===== src/hw/card_cam_pkg.sv =====
package card_cam_pkg;

  // 1024x768 @ 60 Hz, 65 MHz pixel clock
  localparam int H_ACTIVE = 1024;
  localparam int H_FP     = 24;
  localparam int H_SYNC   = 136;
  localparam int H_TOTAL  = 1344;

  localparam int V_ACTIVE = 768;
  localparam int V_FP     = 3;
  localparam int V_SYNC   = 6;
  localparam int V_TOTAL  = 806;

  localparam int HCOUNT_W = 11;
  localparam int VCOUNT_W = 10;

  // counters to registered vga pins
  localparam int VIDEO_LATENCY = 5;

  localparam logic [1:0] VIEW_CAMERA       = 2'd0;
  localparam logic [1:0] VIEW_MASK         = 2'd1;
  localparam logic [1:0] VIEW_CAMERA_CROSS = 2'd2;
  localparam logic [1:0] VIEW_MASK_CROSS   = 2'd3;

  localparam logic [11:0] CROSS_COLOR    = 12'h0F0;
  localparam logic [11:0] MASK_ON_COLOR  = 12'hFFF;
  localparam logic [11:0] MASK_OFF_COLOR = 12'h000;

  typedef struct packed {
    logic [4:0] r;
    logic [5:0] g;
    logic [4:0] b;
  } rgb565_t;

  typedef struct packed {
    logic [7:0] hi; // first byte off the camera
    logic [7:0] lo;
  } byte_pair_t;

  typedef union packed {
    rgb565_t    rgb;
    byte_pair_t bytes;
  } pixel565_t;

endpackage


===== src/hw/center_of_mass.sv =====
module center_of_mass #(
  parameter int IMG_W = 320,
  parameter int IMG_H = 240
) (
  input  logic                                clk_65mhz,
  input  logic                                sys_rst,
  input  logic [card_cam_pkg::HCOUNT_W-1:0]  mask_x,
  input  logic [card_cam_pkg::VCOUNT_W-1:0]  mask_y,
  input  logic                                mask_hit,
  input  logic                                frame_start,
  output logic [card_cam_pkg::HCOUNT_W-1:0]  com_x,
  output logic [card_cam_pkg::VCOUNT_W-1:0]  com_y,
  output logic                                com_valid
);

  import card_cam_pkg::*;

  localparam int MAX_DIM = (IMG_W > IMG_H) ? IMG_W : IMG_H;
  localparam int CNT_W   = $clog2(IMG_W * IMG_H + 1);
  localparam int SUM_W   = $clog2(IMG_W * IMG_H * MAX_DIM + 1);
  localparam int Q_W     = HCOUNT_W; // wide enough for either mean
  localparam int DIV_W   = CNT_W + Q_W;
  localparam int STEP_W  = $clog2(Q_W);

  logic [SUM_W-1:0]  sum_x;
  logic [SUM_W-1:0]  sum_y;
  logic [CNT_W-1:0]  count;
  logic [DIV_W-1:0]  rem_x;
  logic [DIV_W-1:0]  rem_y;
  logic [DIV_W-1:0]  div_sh; // count aligned to the current quotient bit
  logic [Q_W-1:0]    q_x;
  logic [Q_W-1:0]    q_y;
  logic [Q_W-1:0]    q_x_next;
  logic [Q_W-1:0]    q_y_next;
  logic [DIV_W:0]    next_x;
  logic [DIV_W:0]    next_y;
  logic [STEP_W-1:0] step;
  logic              busy;

  // one restoring step, msb is the quotient bit
  function automatic logic [DIV_W:0] div_step(
    input logic [DIV_W-1:0] rem,
    input logic [DIV_W-1:0] divisor
  );
    if (rem >= divisor) return {1'b1, rem - divisor};
    return {1'b0, rem};
  endfunction

  assign next_x   = div_step(rem_x, div_sh);
  assign next_y   = div_step(rem_y, div_sh);
  assign q_x_next = {q_x[Q_W-2:0], next_x[DIV_W]};
  assign q_y_next = {q_y[Q_W-2:0], next_y[DIV_W]};

  // per-frame sums, the frame_start pixel opens the new frame
  always_ff @(posedge clk_65mhz) begin
    if (sys_rst) begin
      sum_x <= '0;
      sum_y <= '0;
      count <= '0;
    end else if (frame_start) begin
      sum_x <= mask_hit ? SUM_W'(mask_x) : '0;
      sum_y <= mask_hit ? SUM_W'(mask_y) : '0;
      count <= CNT_W'(mask_hit);
    end else if (mask_hit) begin
      sum_x <= sum_x + SUM_W'(mask_x);
      sum_y <= sum_y + SUM_W'(mask_y);
      count <= count + 1'b1;
    end
  end

  always_ff @(posedge clk_65mhz) begin
    if (sys_rst) begin
      busy      <= 1'b0;
      step      <= '0;
      com_valid <= 1'b0;
      com_x     <= '0;
      com_y     <= '0;
    end else begin
      com_valid <= 1'b0;
      if (frame_start && (count != '0)) begin
        busy <= 1'b1;
        step <= STEP_W'(Q_W - 1);
      end else if (busy) begin
        step <= step - 1'b1;
        if (step == '0) begin
          busy      <= 1'b0;
          com_valid <= 1'b1;
          com_x     <= q_x_next;
          com_y     <= q_y_next[VCOUNT_W-1:0];
        end
      end
    end
  end

  // divider datapath, both axes share the divisor
  always_ff @(posedge clk_65mhz) begin
    if (frame_start) begin
      rem_x  <= DIV_W'(sum_x);
      rem_y  <= DIV_W'(sum_y);
      div_sh <= DIV_W'(count) << (Q_W - 1);
      q_x    <= '0;
      q_y    <= '0;
    end else if (busy) begin
      rem_x  <= next_x[DIV_W-1:0];
      rem_y  <= next_y[DIV_W-1:0];
      q_x    <= q_x_next;
      q_y    <= q_y_next;
      div_sh <= div_sh >> 1;
    end
  end

endmodule


===== config.mk =====
export PLATFORM = sky130hd
export DESIGN_NAME = center_of_mass
export DESIGN_NICKNAME = d
export VERILOG_FILES = /design/src/hw/card_cam_pkg.sv /design/src/hw/center_of_mass.sv
export SDC_FILE = /design/constraint.sdc
export NUM_CORES = 1
export LEC_CHECK = 0
export BUFFER_PORTS_ARGS = -buffer_cell sky130_fd_sc_hd__buf_2
export CORE_MARGIN = 5
export CORE_UTILIZATION = 37
export CTS_CLUSTER_SIZE = 20
export DETAILED_ROUTE_END_ITERATION = 10
export GPL_TIMING_DRIVEN = 1
export HOLD_SLACK_MARGIN = 0.12
export PLACE_DENSITY = 0.52
export SLEW_MARGIN = 20
export SYNTH_ARGS = -nofsm -noshare
export SYNTH_HDL_FRONTEND = slang
export SYNTH_SLANG_ARGS = --single-unit

===== constraint.sdc =====
create_clock -name clk_65mhz -period 5.6 [get_ports clk_65mhz]
set_input_delay 0.28 -clock clk_65mhz [delete_from_list [all_inputs] [get_ports clk_65mhz]]
set_output_delay 0.28 -clock clk_65mhz [all_outputs]
set_load 0.1 [all_outputs]

## After elaboration in Yosys (flattened, before gate mapping)

Cells that the tools add are included.

| storage, ports and cells | value |
|---|---|
| input port bits | 25 |
| output and inout port bits | 22 |
| register bits after elaboration | 196 |
| logic and storage cells | 70 |

| operators by class | value |
|---|---|
| $lt $le $gt $ge | 2 |
| muxes and demuxes | 26 |
| bitwise operators | 2 |
| reduce and logical (&&, ||, !) cells | 16 |
| add/sub/neg operators | 6 |

Operators with widths:

| operator | number |
|---|---|
| $mux 25 | 8 |
| $mux 29 | 4 |
| $ge 28x27->1 | 2 |
| $sub 28x27->28 | 2 |
| $mux 27 | 2 |
| $add 25x10->25 | 1 |
| $add 25x11->25 | 1 |
| $add 17x1->17 const B | 1 |
| $reduce_bool 17->1 | 1 |
| $mux 11 | 1 |
| $mux 10 | 1 |
| $reduce_bool 2->1 | 5 |
| $mux 1 | 8 |
| $mux 4 | 2 |
| $reduce_and 2->1 | 4 |
| $logic_not 4->1 | 1 |
| $reduce_or 2->1 | 2 |
| $sub 4x1->4 const B | 1 |
| $reduce_and 3->1 | 1 |
| $reduce_or 3->1 | 1 |
| $not 1->1 | 2 |
| $logic_and 1x1->1 | 1 |

## Longest topological paths before layout

Gate-level depths: netlist of the first run.

| logic depth | value |
|---|---|
| word-level depth | 5 |
| mapped depth | 13 |
| gate-level depth less buffers | 12 |

## Least setup slack after synthesis of the first run

No wires, ideal clock.

| timing path | value |
|---|---|
| path type | reg2reg |
| start | register rem_x[0] |
| end | register rem_x[0], enable pin |
| stages on the path, launching flop included | 12 |
| buffers on the path | 0 |
| library setup time | 0.432 ns |
| period minus slack after synthesis | 2.996 ns |
| data required time | 5.168 ns |
| arrival | 2.564 ns |
| path slack | 2.604 ns |
| cell sequence | edfxtp_1 -> inv_1 -> ha_1 -> inv_1 -> fa_1 -> a211oi_2 -> o211ai_1 -> nand2_1 -> a211oi_1 -> o41ai_2 -> nand2b_1 -> nand2_1 |

| between the ends | value |
|---|---|
| word-level cells in the longest chain between the ends | 4 |

RTL lines:

| what | line | text |
|---|---|---|
| start, declared | center_of_mass.sv:28 | `logic [DIV_W-1:0] rem_x;` |
| start signal, assigned | center_of_mass.sv:98 | `rem_x <= DIV_W'(sum_x);` |
| start signal, assigned | center_of_mass.sv:104 | `rem_x <= next_x[DIV_W-1:0];` |
| $ge 28x27->1 | center_of_mass.sv:45 | `if (rem >= divisor) return {1'b1, rem - divisor};` |
| $mux 1 | center_of_mass.sv:45 |  |
| $reduce_bool 2->1 (no source line) | -- |  |
| $reduce_and 2->1 (no source line) | -- |  |

No other way between the ends.
A chain may end at the register's enable or synchronous reset.

## Worst setup path after layout of the first run

| timing path | value |
|---|---|
| start | register rem_y[0] |
| end | register rem_y[19] (data pin) |

| between the ends | value |
|---|---|
| word-level cells in the longest chain between the ends | 5 |

RTL lines:

| what | line | text |
|---|---|---|
| start, declared | center_of_mass.sv:29 | `logic [DIV_W-1:0] rem_y;` |
| start signal, assigned | center_of_mass.sv:99 | `rem_y <= DIV_W'(sum_y);` |
| start signal, assigned | center_of_mass.sv:105 | `rem_y <= next_y[DIV_W-1:0];` |
| $sub 28x27->28 | center_of_mass.sv:45 |  |
| $mux 29 | center_of_mass.sv:45 |  |
| $mux 29 | center_of_mass.sv:46 | `return {1'b0, rem};` |
| $mux 25 | center_of_mass.sv:103 | `end else if (busy) begin` |
| $mux 25 | center_of_mass.sv:97 | `if (frame_start) begin` |

No other way between the ends. The select of a mux whose other input is x is not followed.

==> results of run 1 <==
## layer usage
layer | part of all wire [%] | vias to the layer above | global-route usage (%)
met5 | 0 | - | 0
met4 | 1.3 | 0 | 3.98
met3 | 3.1 | 20 | 2.76
met2 | 46 | 148 | 27.4
met1 | 50 | 4579 | 24.2
li1 | - | 5008 | -
## placed cells by master, fill, tap and decap left out, types with 16 or more instances in the layout
cell type / instances
nand2_1: 202
dfxtp_1: 128
nor2_1: 123
a21oi_1: 119
ha_1: 78
o21ai_0: 77
edfxtp_1: 67
inv_1: 53
xnor2_1: 53
buf_2: 45
xor2_1: 39
o31ai_1: 34
nand3_1: 30
mux2i_1: 29
or3_1: 25
nor3b_1: 20
a21o_1: 17
clkbuf_16: 17
nand4_1: 16
a22o_1: 16
and3_1: 16
## flip-flops by register name, indices dropped and copies added (netlist names)
name and cells:
q_x 10, rem_x 28, sum_x 25, sum_y 25, com_x 11, count 17, com_valid 1, step 4
com_y 10, div_sh 27, rem_y 28, q_y 9, busy 1
## cells by family (layout without fill, tap and decap cells)
logic type / Yosys count / after routing / synth area share, %
multiplexers: 36 / 36 / 3.10
adder cells (fa/ha/maj): 82 / 82 / 8.79
AO/OA/AOI/OAI: 365 / 365 / 20.3
XOR/XNOR: 92 / 92 / 6.71
flip-flops: 196 / 196 / 38.2
buffers and inverters: 123 / 147 / 4.00
AND/OR/NAND/NOR: 494 / 494 / 18.9
## tightest hold or removal path: stages
cell      delay, ns
buf_2          0.13
nand2_1        0.06
a311oi_1       0.08
## how the worst max path moves through the flow
stage | from | to | slack, ns | cells after the start
2_1_floorplan | rem_x[0]$_DFFE_PP_ | rem_x[0]$_DFFE_PP_ | 2.60 | 11
3_3_place_gp | rem_y[0]$_DFFE_PP_ | rem_y[19]$_DFFE_PP_ | 2.12 | 12
3_5_place_dp | rem_y[0]$_DFFE_PP_ | rem_y[19]$_DFFE_PP_ | 2.09 | 12
4_1_cts | rem_y[0]$_DFFE_PP_ | rem_y[19]$_DFFE_PP_ | 2.07 | 12
5_1_grt | rem_y[0]$_DFFE_PP_ | rem_y[19]$_DFFE_PP_ | 1.85 | 12
6_report | rem_y[0]$_DFFE_PP_ | rem_y[19]$_DFFE_PP_ | 2.07 | 12
## area by class of cell
class / count / area, um^2
multi-input cells: 1069 / 6970
clock buffers: 18 / 429
clock inverters: 14 / 114
flip-flops and latches: 196 / 4600
fillers: 3307 / 19100
repair buffers: 61 / 357
well taps: 442 / 553
inverters: 54 / 203
## synthesized netlist by cell type (all sizes together) (14+ instances only)
library cell	n
nand2	202
and3	16
nand3	30
o31ai	34
dfxtp	129
nor3b	20
o21ai	82
nor2	124
or3	25
buf	15
mux2i	29
clkbuf	54
a21oi	123
edfxtp	67
nand4	16
xnor2	53
nor3	14
inv	54
a211oi	14
ha	78
a22o	16
xor2	39
a21o	17
## power by group
part / internal (mW) / switching [mW]
clock network: 0.584 / 0.601
registers: 1.53 / 0.0344
logic: 0.311 / 0.483
## metrics by stage
step	instance area, um^2	util (%)	hold slack, ns	instances
floorplan	12000	-	0.431	1388
global placement	12600	39.2	0.442	1819
detailed placement	12600	39.2	0.444	1819
CTS	13200	40.9	0.122	1854
global route	13200	40.9	0.140	1854
finish	13200	40.9	0.146	1854
## what timing repair did
item,4_1_cts,5_1_grt
resized for setup,0,0
hold buffers,3,0
endpoints found under the hold margin,3,0
setup endpoints to repair,0,0
==> results.sh, run 1 <==
export IMPL_status="complete, no violations"
export IMPL_core_area_um2=32300
export IMPL_cp_arrival_ns=3.73
export IMPL_hold_class="input pin to register"
export IMPL_synth_edf_count=67
export IMPL_critical_path_class="register to register"
export IMPL_cp_slowest_cell="o21ai_2"
export IMPL_cts_buffers_inserted=17
export IMPL_ir_drop_mv=0.232
export IMPL_post_drt_via_cell_ratio=5.26
export IMPL_critPathRequiredTime_ns=5.80
export IMPL_io_buffers=46
export IMPL_root_buffer="clkbuf_16"
export IMPL_timing_rr_start="rem_y[0]$_DFFE_PP_"
export IMPL_io_pins=47
export IMPL_r2r_end="rem_y[19]$_DFFE_PP_"
export IMPL_die_area_um2=36200
export IMPL_ys_flop_type="dfxtp_1"
export IMPL_maxSlewHeadroom_pct=37.3
export IMPL_fin_setup_tns_ns=0
export IMPL_synthTopCellsByArea="dfxtp_1 (21%), edfxtp_1 (17%), ha_1 (8.1%)"
export IMPL_period_minus_slack_ns=3.53
export IMPL_num_rows=66
export IMPL_worstHoldEndpoint="sum_x[9]$_SDFFE_PP0P_"
export IMPL_synth_cell_types=80
export IMPL_syn_num_nets=1495
export IMPL_syn_to_final_growth_pct=9.99
export IMPL_cp_cell_sequence="inv_1 > ha_1 > inv_1 > fa_1 > a21oi_1 > o221ai_2 > a221oi_2 > nor2_1 > o21ai_2 > buf_4 > nor2_1 > a32o_1"
export IMPL_clk_pin_slew_ns=0.08
export IMPL_critical_path_buf_inv_count=3
export IMPL_firstDrtPassIters=5
export IMPL_fin_skew_ns=0.0128
export IMPL_path_delay_family="compound AO/OA/AOI/OAI gates"
export IMPL_diodes=0
export IMPL_grt_max_degree=65
export IMPL_synth_cells=1388
export IMPL_cap_violations=0
export IMPL_cts_setup_buffers=0
export IMPL_fmax_ghz=0.284
export IMPL_min_delay_start="mask_x[9]"
export IMPL_gp_congestion=0.843
export IMPL_drive_gt1_share_pct=8.78
export IMPL_grt_pass1_wl_mm=49.8
export IMPL_p_per_area_nw_per_um2=268
export IMPL_remaining_drc_errors=0
export IMPL_clk_latency_ns=0.45
export IMPL_period_share_pct=63.0
export IMPL_dieHeight_um=190
export IMPL_post_dp_hpwl_mm=22.4
export IMPL_cts_sinks=196
export IMPL_tightest_slew_ns=0.940
export IMPL_dieWidth_um=190
export IMPL_slew_violations=0
export IMPL_syn_area_per_cell_um2=8.66
export IMPL_rsz0062_at_grt="false"
export IMPL_num_vias=9755
export IMPL_ff2ff_path_depth=12
export IMPL_start_util_pct=37.2
export IMPL_grt_ovfl_total=0
export IMPL_hold_viol_final=0
export IMPL_yosysTopAreaCellShare_pct=21.5
export IMPL_syn_cell_area_um2=12000
export IMPL_power_mw=3.54
export IMPL_ys_seq_elements=196
export IMPL_wire_per_inst_um=16.4
export IMPL_critPathMaxStageDelay_ns=0.50
export IMPL_hold_depth=3
export IMPL_yosysWarnings=0
export IMPL_worst_path_max_fanout=14
export IMPL_dp_slack_ns=2.09
export IMPL_ys_seq_area_share_pct=38.2
export IMPL_antenna_found_initial=0
export IMPL_final_net_count=1506
export IMPL_grt_pass1_vias=9275
export IMPL_synth_async_reset_ratio_pct=0
export IMPL_routed_wl_mm=30.4
export IMPL_reg2reg_slack_ns=2.07
export IMPL_cts_max_level=4
export IMPL_cp_start_kind="register"
export IMPL_cts_tree="yes"
export IMPL_setup_ws_ns=2.07
export IMPL_cp_end_kind="register"
export IMPL_leakagePower_nw=4.92
export IMPL_clock_path_buffers=2
export IMPL_synth_top_area_cell="dfxtp_1"
export IMPL_finalSetupViolCount=0
export IMPL_antenna_left=0
export IMPL_grtUsageTotal_pct=17.0
export IMPL_initialDrtViolationCount=664
(Power assumes the default switching activity.)
==> inputs of run 2 (changes only) <==
--- a/config.mk
+++ b/config.mk
@@ -5,6 +5,7 @@
 export SDC_FILE = /design/constraint.sdc
 export NUM_CORES = 1
 export LEC_CHECK = 0
+export ABC_AREA = 1
 export BUFFER_PORTS_ARGS = -buffer_cell sky130_fd_sc_hd__buf_2
 export CORE_MARGIN = 5
 export CORE_UTILIZATION = 37
==> constraint.sdc (replaced) <==
create_clock -name clk_65mhz -period 3.51 [get_ports clk_65mhz]
set_input_delay 0.1755 -clock clk_65mhz [delete_from_list [all_inputs] [get_ports clk_65mhz]]
set_output_delay 0.1755 -clock clk_65mhz [all_outputs]
set_load 0.1 [all_outputs]
==> run 2 against run 1 <==
- clock skew grew 0.0036 ns
- critical endpoint is now rem_x[10]$_DFFE_PP_
- sequential share of layout area is 3.0 points lower
- flip-flop and latch count unchanged
- synthesized area is 8.2% higher
- routed wire length increased by 33%
==> results.sh, run 2 <==
export IMPL_cts_setup_buffers=0
export IMPL_synth_edf_count=67
export IMPL_cp_common_cell="nand2_1"
export IMPL_final_net_count=2038
export IMPL_dr_wl_met3_mm=1.67
export IMPL_syn_cell_area_um2=13000
export IMPL_cts_sinks=196
export IMPL_io_buffers=46
export IMPL_antenna_found_initial=1
export IMPL_combPwrFrac_pct=30.8
export IMPL_yosysMostFrequentCell="nand2_1"
export IMPL_critical_path_class="register to register"
export IMPL_synth_common_cells="nand2_1 (500), inv_1 (262), nor2_1 (223), a21oi_1 (134), dfxtp_1 (129)"
export IMPL_switchingPower_mw=2.47
export IMPL_tightest_slew_ns=0.887
export IMPL_antenna_left=0
export IMPL_ff2ff_path_depth=12
export IMPL_hold_depth=5
export IMPL_worst_path_max_fanout=13
export IMPL_instances_no_fill=2400
export IMPL_hold_class="input pin to register"
export IMPL_syn_to_final_growth_pct=11.3
export IMPL_synth_async_reset_ratio_pct=0
export IMPL_place_area_um2=13700
export IMPL_cp_end_kind="register"
export IMPL_fin_setup_tns_ns=0
export IMPL_largest_registers="rem_x (28), rem_y (28), div_sh (27)"
export IMPL_timing_rr_start="rem_x[21]$_DFFE_PP_"
export IMPL_initialDrtViolationCount=854
export IMPL_remaining_drc_errors=0
export IMPL_cp_arrival_ns=2.84
export IMPL_grt_pass1_vias=11400
export IMPL_m1WireLength_mm=19.1
export IMPL_cts_hold_buffers=16
export IMPL_clock_path_buffers=2
export IMPL_rsz0062_at_grt="false"
export IMPL_io_pins=47
export IMPL_grt_pass1_wl_mm=64.0
export IMPL_dp_cells=2351
export IMPL_critPathMaxStageDelay_ns=0.46
export IMPL_status="complete, no violations"
export IMPL_leakagePower_nw=6.43
export IMPL_synth_cells=1877
export IMPL_critPathRequiredTime_ns=3.65
export IMPL_firstDrtPassIters=5
export IMPL_syn_area_per_cell_um2=6.93
export IMPL_gp_congestion=0.915
export IMPL_synth_cell_types=44
export IMPL_cts_max_level=4
export IMPL_root_buffer="clkbuf_16"
export IMPL_syn_num_nets=1984
export IMPL_power_mw=6.64
export IMPL_maxSlewHeadroom_pct=40.8
export IMPL_synthTopCellsByArea="dfxtp_1 (20%), edfxtp_1 (15%), nand2_1 (14%)"
export IMPL_clk_pin_slew_ns=0.08
export IMPL_cap_violations=0
export IMPL_wire_per_inst_um=16.8
export IMPL_synth_top_area_cell="dfxtp_1"
export IMPL_final_cell_mix="nand2_1 (500), inv_1 (261), nor2_1 (222)"
export IMPL_slew_violations=0
export IMPL_finalSetupViolCount=0
export IMPL_fmax_ghz=0.369
export IMPL_reg2reg_slack_ns=0.80
export IMPL_min_delay_start="mask_y[3]"
export IMPL_grtUsageTotal_pct=20.7
export IMPL_yosysTopAreaCellShare_pct=19.9
export IMPL_num_rows=68
export IMPL_period_share_pct=77.1
export IMPL_period_minus_slack_ns=2.71
export IMPL_setup_ws_ns=0.803
export IMPL_ys_flop_type="dfxtp_1"
export IMPL_hold_slack_ns=0.136
export IMPL_cts_buffers_inserted=17
export IMPL_power_internal_mw=4.17
export IMPL_worstHoldEndpoint="sum_y[3]$_SDFFE_PP0P_"
export IMPL_routed_wl_mm=40.3
export IMPL_dieWidth_um=197
export IMPL_cp_cell_sequence="ha_1 > nand2_2 > nor2_1 > nand2_1 > nor2_2 > nand2_1 > nand2_1 > nor2_2 > nand2_4 > nand2_1 > nand2_1 > buf_4"
export IMPL_cts_tree="yes"
export IMPL_post_route_util_pct=41.8
export IMPL_yosysWarnings=0
export IMPL_drive_gt1_share_pct=8.59
export IMPL_die_area_um2=39000
export IMPL_num_vias=12000
export IMPL_pwr_share_seq_pct=38.6
export IMPL_core_area_um2=34600
export IMPL_dieHeight_um=197
export IMPL_dr_wl_met2_mm=19.1
export IMPL_post_drt_via_cell_ratio=5.00
export IMPL_highest_layer="met4"
export IMPL_clock_power_share_pct=30.6
export IMPL_fin_skew_ns=0.0164
export IMPL_cp_slowest_cell="ha_1"
export IMPL_netSwitchingFraction_pct=37.2
export IMPL_post_dp_hpwl_mm=31.6
export IMPL_hold_viol_final=0
export IMPL_ys_seq_area_share_pct=35.3
export IMPL_finalInstanceArea_um2=14500
export IMPL_final_common_cell="nand2_1"
export IMPL_dp_slack_ns=0.851
export IMPL_grt_max_degree=65
export IMPL_r2r_end="rem_x[10]$_DFFE_PP_"
export IMPL_p_per_area_nw_per_um2=458
export IMPL_cp_start_kind="register"
export IMPL_clk_latency_ns=0.46
export IMPL_grt_ovfl_total=0
export IMPL_ir_drop_mv=0.366
export IMPL_start_util_pct=37.6
export IMPL_ys_seq_elements=196
export IMPL_post_cts_resized=0
-- run 2: power groups by stage --
stage | logic (mW) | clock network [mW] | registers (mW)
3_5_place_dp | 2.02 | 0 | 2.61
2_1_floorplan | 1.41 | 0 | 2.71
6_report | 2.05 | 2.03 | 2.56
4_1_cts | 2.05 | 2.08 | 2.56
5_1_grt | 2.29 | 2.17 | 2.57
3_3_place_gp | 2.02 | 0 | 2.61
-- run 2: cells by family (layout without fill, tap and decap cells) --
kind of cell | after synthesis | after routing | share of synthesized area, %
AO/OA/AOI/OAI | 331 | 331 | 15.0
XOR/XNOR | 47 | 47 | 3.16
adder cells (fa/ha/maj) | 82 | 82 | 8.12
buffers and inverters | 310 | 377 | 9.24
flip-flops | 196 | 196 | 35.3
other | 0 | 1 | 0
AND/OR/NAND/NOR | 911 | 911 | 29.2
-- run 2: area by class of cell --
class / instances / area, um^2
well taps: 455 / 569
multi-input cells: 1371 / 7210
clock inverters: 14 / 139
repair buffers: 78 / 523
flip-flops and latches: 196 / 4590
fillers: 3674 / 20100
inverters: 267 / 1000
clock buffers: 18 / 439
diodes: 1 / 2.50
-- run 2: routing by layer --
metal | global-route usage, % | up-vias
met5 | 0 | -
met1 | 28.5 | 5453
met3 | 2.37 | 25
met2 | 35.3 | 289
met4 | 4.31 | 0
li1 | - | 6229
-- run 2: how the worst max path moves through the flow --
| stage | startpoint | end | slack, ns | cells after the start |
|---|---|---|---|---|
| 5_1_grt | rem_y[11]$_DFFE_PP_ | rem_y[1]$_DFFE_PP_ | 0.60 | 12 |
| 3_5_place_dp | rem_x[21]$_DFFE_PP_ | rem_x[1]$_DFFE_PP_ | 0.85 | 12 |
| 6_report | rem_x[21]$_DFFE_PP_ | rem_x[10]$_DFFE_PP_ | 0.80 | 12 |
| 2_1_floorplan | rem_y[0]$_DFFE_PP_ | rem_y[0]$_DFFE_PP_ | 0.95 | 12 |
| 3_3_place_gp | rem_x[21]$_DFFE_PP_ | rem_x[1]$_DFFE_PP_ | 0.86 | 12 |
| 4_1_cts | rem_x[19]$_DFFE_PP_ | rem_x[6]$_DFFE_PP_ | 0.83 | 12 |
-- run 2: critical path, delay by kind of cell (launching register included) --
kind,cells,cell delay [ns]
AND/OR/NAND/NOR,10,1.24
adder cells (fa/ha/maj),1,0.46
buffers and inverters,1,0.25
flip-flops,1,0.45
==> inputs of run 3 (changes only) <==
--- a/config.mk
+++ b/config.mk
@@ -13,7 +13,7 @@
 export DETAILED_ROUTE_END_ITERATION = 10
 export GPL_TIMING_DRIVEN = 1
 export HOLD_SLACK_MARGIN = 0.12
-export PLACE_DENSITY = 0.52
+export PLACE_DENSITY = 0.54
 export SLEW_MARGIN = 20
 export SYNTH_ARGS = -nofsm -noshare
 export SYNTH_HDL_FRONTEND = slang
==> constraint.sdc (replaced) <==
create_clock -name clk_65mhz -period 2.39 [get_ports clk_65mhz]
set_input_delay 0.1195 -clock clk_65mhz [delete_from_list [all_inputs] [get_ports clk_65mhz]]
set_output_delay 0.1195 -clock clk_65mhz [all_outputs]
set_load 0.1 [all_outputs]
==> run 3 against run 2 <==
- sequential share of layout area is 1.6 points lower
- critical path depth increased by 1
- combinational power grew 60%
- design area is 5.2% higher
- final cell count grew 2.2%
- routed wire length is 5.2% lower
- total power rose by 51%
- register-to-register slack got worse by 0.75 ns
- non-clock buffer count grew 53
- first-iteration DRC count is 8.9% lower
- via count increased by 1.2%
- count of clock-buffer cells in the layout fell by 1
- critical endpoint is now rem_y[12]$_DFFE_PP_
==> results.sh, run 3 (synthesis results as in run 2) <==
export IMPL_core_area_um2=34600
export IMPL_power_mw=10.1
export IMPL_initialDrtViolationCount=778
export IMPL_cp_arrival_ns=2.47
export IMPL_min_delay_start="mask_hit"
export IMPL_cp_cell_sequence="inv_1 > ha_1 > nand2_1 > nor2_2 > nand2_1 > nor2_2 > nand2_1 > nand3_1 > nor2_2 > nand2_4 > nand2_1 > nand2_2 > buf_12"
export IMPL_critical_path_class="register to register"
export IMPL_slew_violations=0
export IMPL_final_common_cell="nand2_1"
export IMPL_critical_path_buf_inv_count=2
export IMPL_fmax_ghz=0.429
export IMPL_remaining_drc_errors=0
export IMPL_cts_sinks=196
export IMPL_routed_wl_mm=38.2
export IMPL_clock_path_buffers=2
export IMPL_firstDrtPassIters=5
export IMPL_hold_depth=3
export IMPL_final_cell_mix="nand2_1 (497), inv_1 (254), nor2_1 (218)"
export IMPL_clk_pin_slew_ns=0.08
export IMPL_grt_pass1_vias=11500
export IMPL_dieWidth_um=197
export IMPL_cts_tree="yes"
export IMPL_hold_viol_final=0
export IMPL_largest_registers="rem_x (28), rem_y (28), div_sh (27)"
export IMPL_grt_ovfl_total=0
export IMPL_instances_no_fill=2452
export IMPL_period_share_pct=97.6
export IMPL_gp_congestion=0.927
export IMPL_cp_common_cell="nand2_1"
export IMPL_timing_rr_start="div_sh[9]$_SDFFE_PP0P_"
export IMPL_diodes=0
export IMPL_rsz0062_at_grt="true"
export IMPL_num_vias=12100
export IMPL_worst_path_max_fanout=25
export IMPL_multi_input_comb_area_um2=7500
export IMPL_regArea_um2=4600
export IMPL_antenna_found_initial=0
export IMPL_cp_end_kind="register"
export IMPL_root_buffer="clkbuf_16"
export IMPL_path_delay_family="simple AND/OR/NAND/NOR gates"
export IMPL_post_drt_via_cell_ratio=4.95
export IMPL_tightest_slew_ns=0.771
export IMPL_finalInstanceArea_um2=15200
export IMPL_grt_max_degree=34
export IMPL_setup_ws_ns=0.0571
export IMPL_worstHoldEndpoint="sum_x[12]$_SDFFE_PP0P_"
export IMPL_leakagePower_nw=6.69
export IMPL_cts_buffers_inserted=17
export IMPL_place_area_um2=14100
export IMPL_nFillCells=3563
export IMPL_ff2ff_path_depth=13
export IMPL_io_pins=47
export IMPL_grt_pass1_wl_mm=60.2
export IMPL_period_minus_slack_ns=2.33
export IMPL_dp_slack_ns=-0.0143
export IMPL_maxSlewHeadroom_pct=48.4
export IMPL_critPathMaxStageDelay_ns=0.37
export IMPL_cp_start_kind="register"
export IMPL_fin_skew_ns=0.0134
export IMPL_die_area_um2=39000
export IMPL_cts_max_level=4
export IMPL_num_rows=68
export IMPL_grtUsageTotal_pct=19.4
export IMPL_ir_drop_mv=0.854
export IMPL_hold_class="input pin to register"
export IMPL_critPathRequiredTime_ns=2.53
export IMPL_wire_per_inst_um=15.6
export IMPL_syn_to_final_growth_pct=17.2
export IMPL_clk_latency_ns=0.45
export IMPL_drive_gt1_share_pct=12.8
export IMPL_cap_violations=0
export IMPL_final_net_count=2091
export IMPL_cp_slowest_cell="ha_1"
export IMPL_finalSetupViolCount=0
export IMPL_hold_slack_ns=0.168
export IMPL_start_util_pct=37.6
export IMPL_reg2reg_slack_ns=0.06
export IMPL_cts_setup_buffers=0
export IMPL_p_per_area_nw_per_um2=660
export IMPL_antenna_left=0
export IMPL_io_buffers=46
export IMPL_status="complete, no violations"
export IMPL_dieHeight_um=197
export IMPL_post_dp_hpwl_mm=30.1
export IMPL_r2r_end="rem_y[12]$_DFFE_PP_"
export IMPL_dp_cells=2398
-- run 3: cell types whose count changed in the layout (fill, tap and decap cells not counted), moves of 4 or more --
cell           delta
inv_1             -7
a21oi_1           -4
buf_4            +44
inv_2             +7
ha_4             +18
dlygate4sd3_1     +6
a21oi_2           +4
nor2_2            +4
ha_1             -21
nor2_1            -4
-- run 3: per-stage QoR --
step	setup TNS (ns)	util [%]
after detailed placement	-0.0143	40.8
after CTS	0	43.2
final	0	44.0
after global placement	-0.0839	40.8
after floorplan	0	-
after global routing	-4.76	44.0
-- run 3: report_power, final --
part / internal, mW / switching (mW) / leakage (nW) / total (mW)
combinational: 1.18 / 2.11 / 4.66 / 3.28
sequential: 3.67 / 0.117 / 1.74 / 3.78
clock: 1.57 / 1.42 / 0.293 / 2.99
-- run 3: final cells by class --
cell class,count,area share (%)
sequential,196,30.2
multi-input combinational,1371,49.2
clock inverter,15,1.10
inverter,267,6.58
clock buffer,17,2.79
timing repair buffer,131,6.39
tap,455,3.74
-- run 3: tightest hold or removal path, delay by kind of cell --
family / cells / cell delay [ns]
buffers and inverters: 1 / 0.24
and+or+nand+nor: 1 / 0.14
AOI/OAI and AO/OA: 1 / 0.06
-- run 3: timing repair --
| action | in CTS | in global routing |
|---|---|---|
| hold buffers | 22 | 0 |
| setup endpoints to repair | 3 | 103 |
| resized for setup | 1 | 50 |
| endpoints found under the hold margin | 25 | 0 |
-- run 3: how the worst max path moves through the flow --
stage / from / endpoint / slack, ns / depth (start not counted)
floorplan: rem_y[0]$_DFFE_PP_ / rem_y[0]$_DFFE_PP_ / 0.06 / 12
global route: rem_y[22]$_DFFE_PP_ / rem_y[12]$_DFFE_PP_ / -0.11 / 12
detailed placement: div_sh[7]$_SDFFE_PP0P_ / rem_y[13]$_DFFE_PP_ / -0.01 / 9
finish: div_sh[9]$_SDFFE_PP0P_ / rem_y[12]$_DFFE_PP_ / 0.06 / 13
CTS: div_sh[23]$_DFFE_PP_ / rem_y[7]$_DFFE_PP_ / 0.0007 / 13
global placement: div_sh[7]$_SDFFE_PP0P_ / rem_y[13]$_DFFE_PP_ / -0.04 / 9
-- run 3: per-layer routing --
layer	global-route usage (%)	routed length [um]
met1	26.7	18400
met2	31.9	17300
met3	2.61	1700
met4	5.53	809
met5	0	0
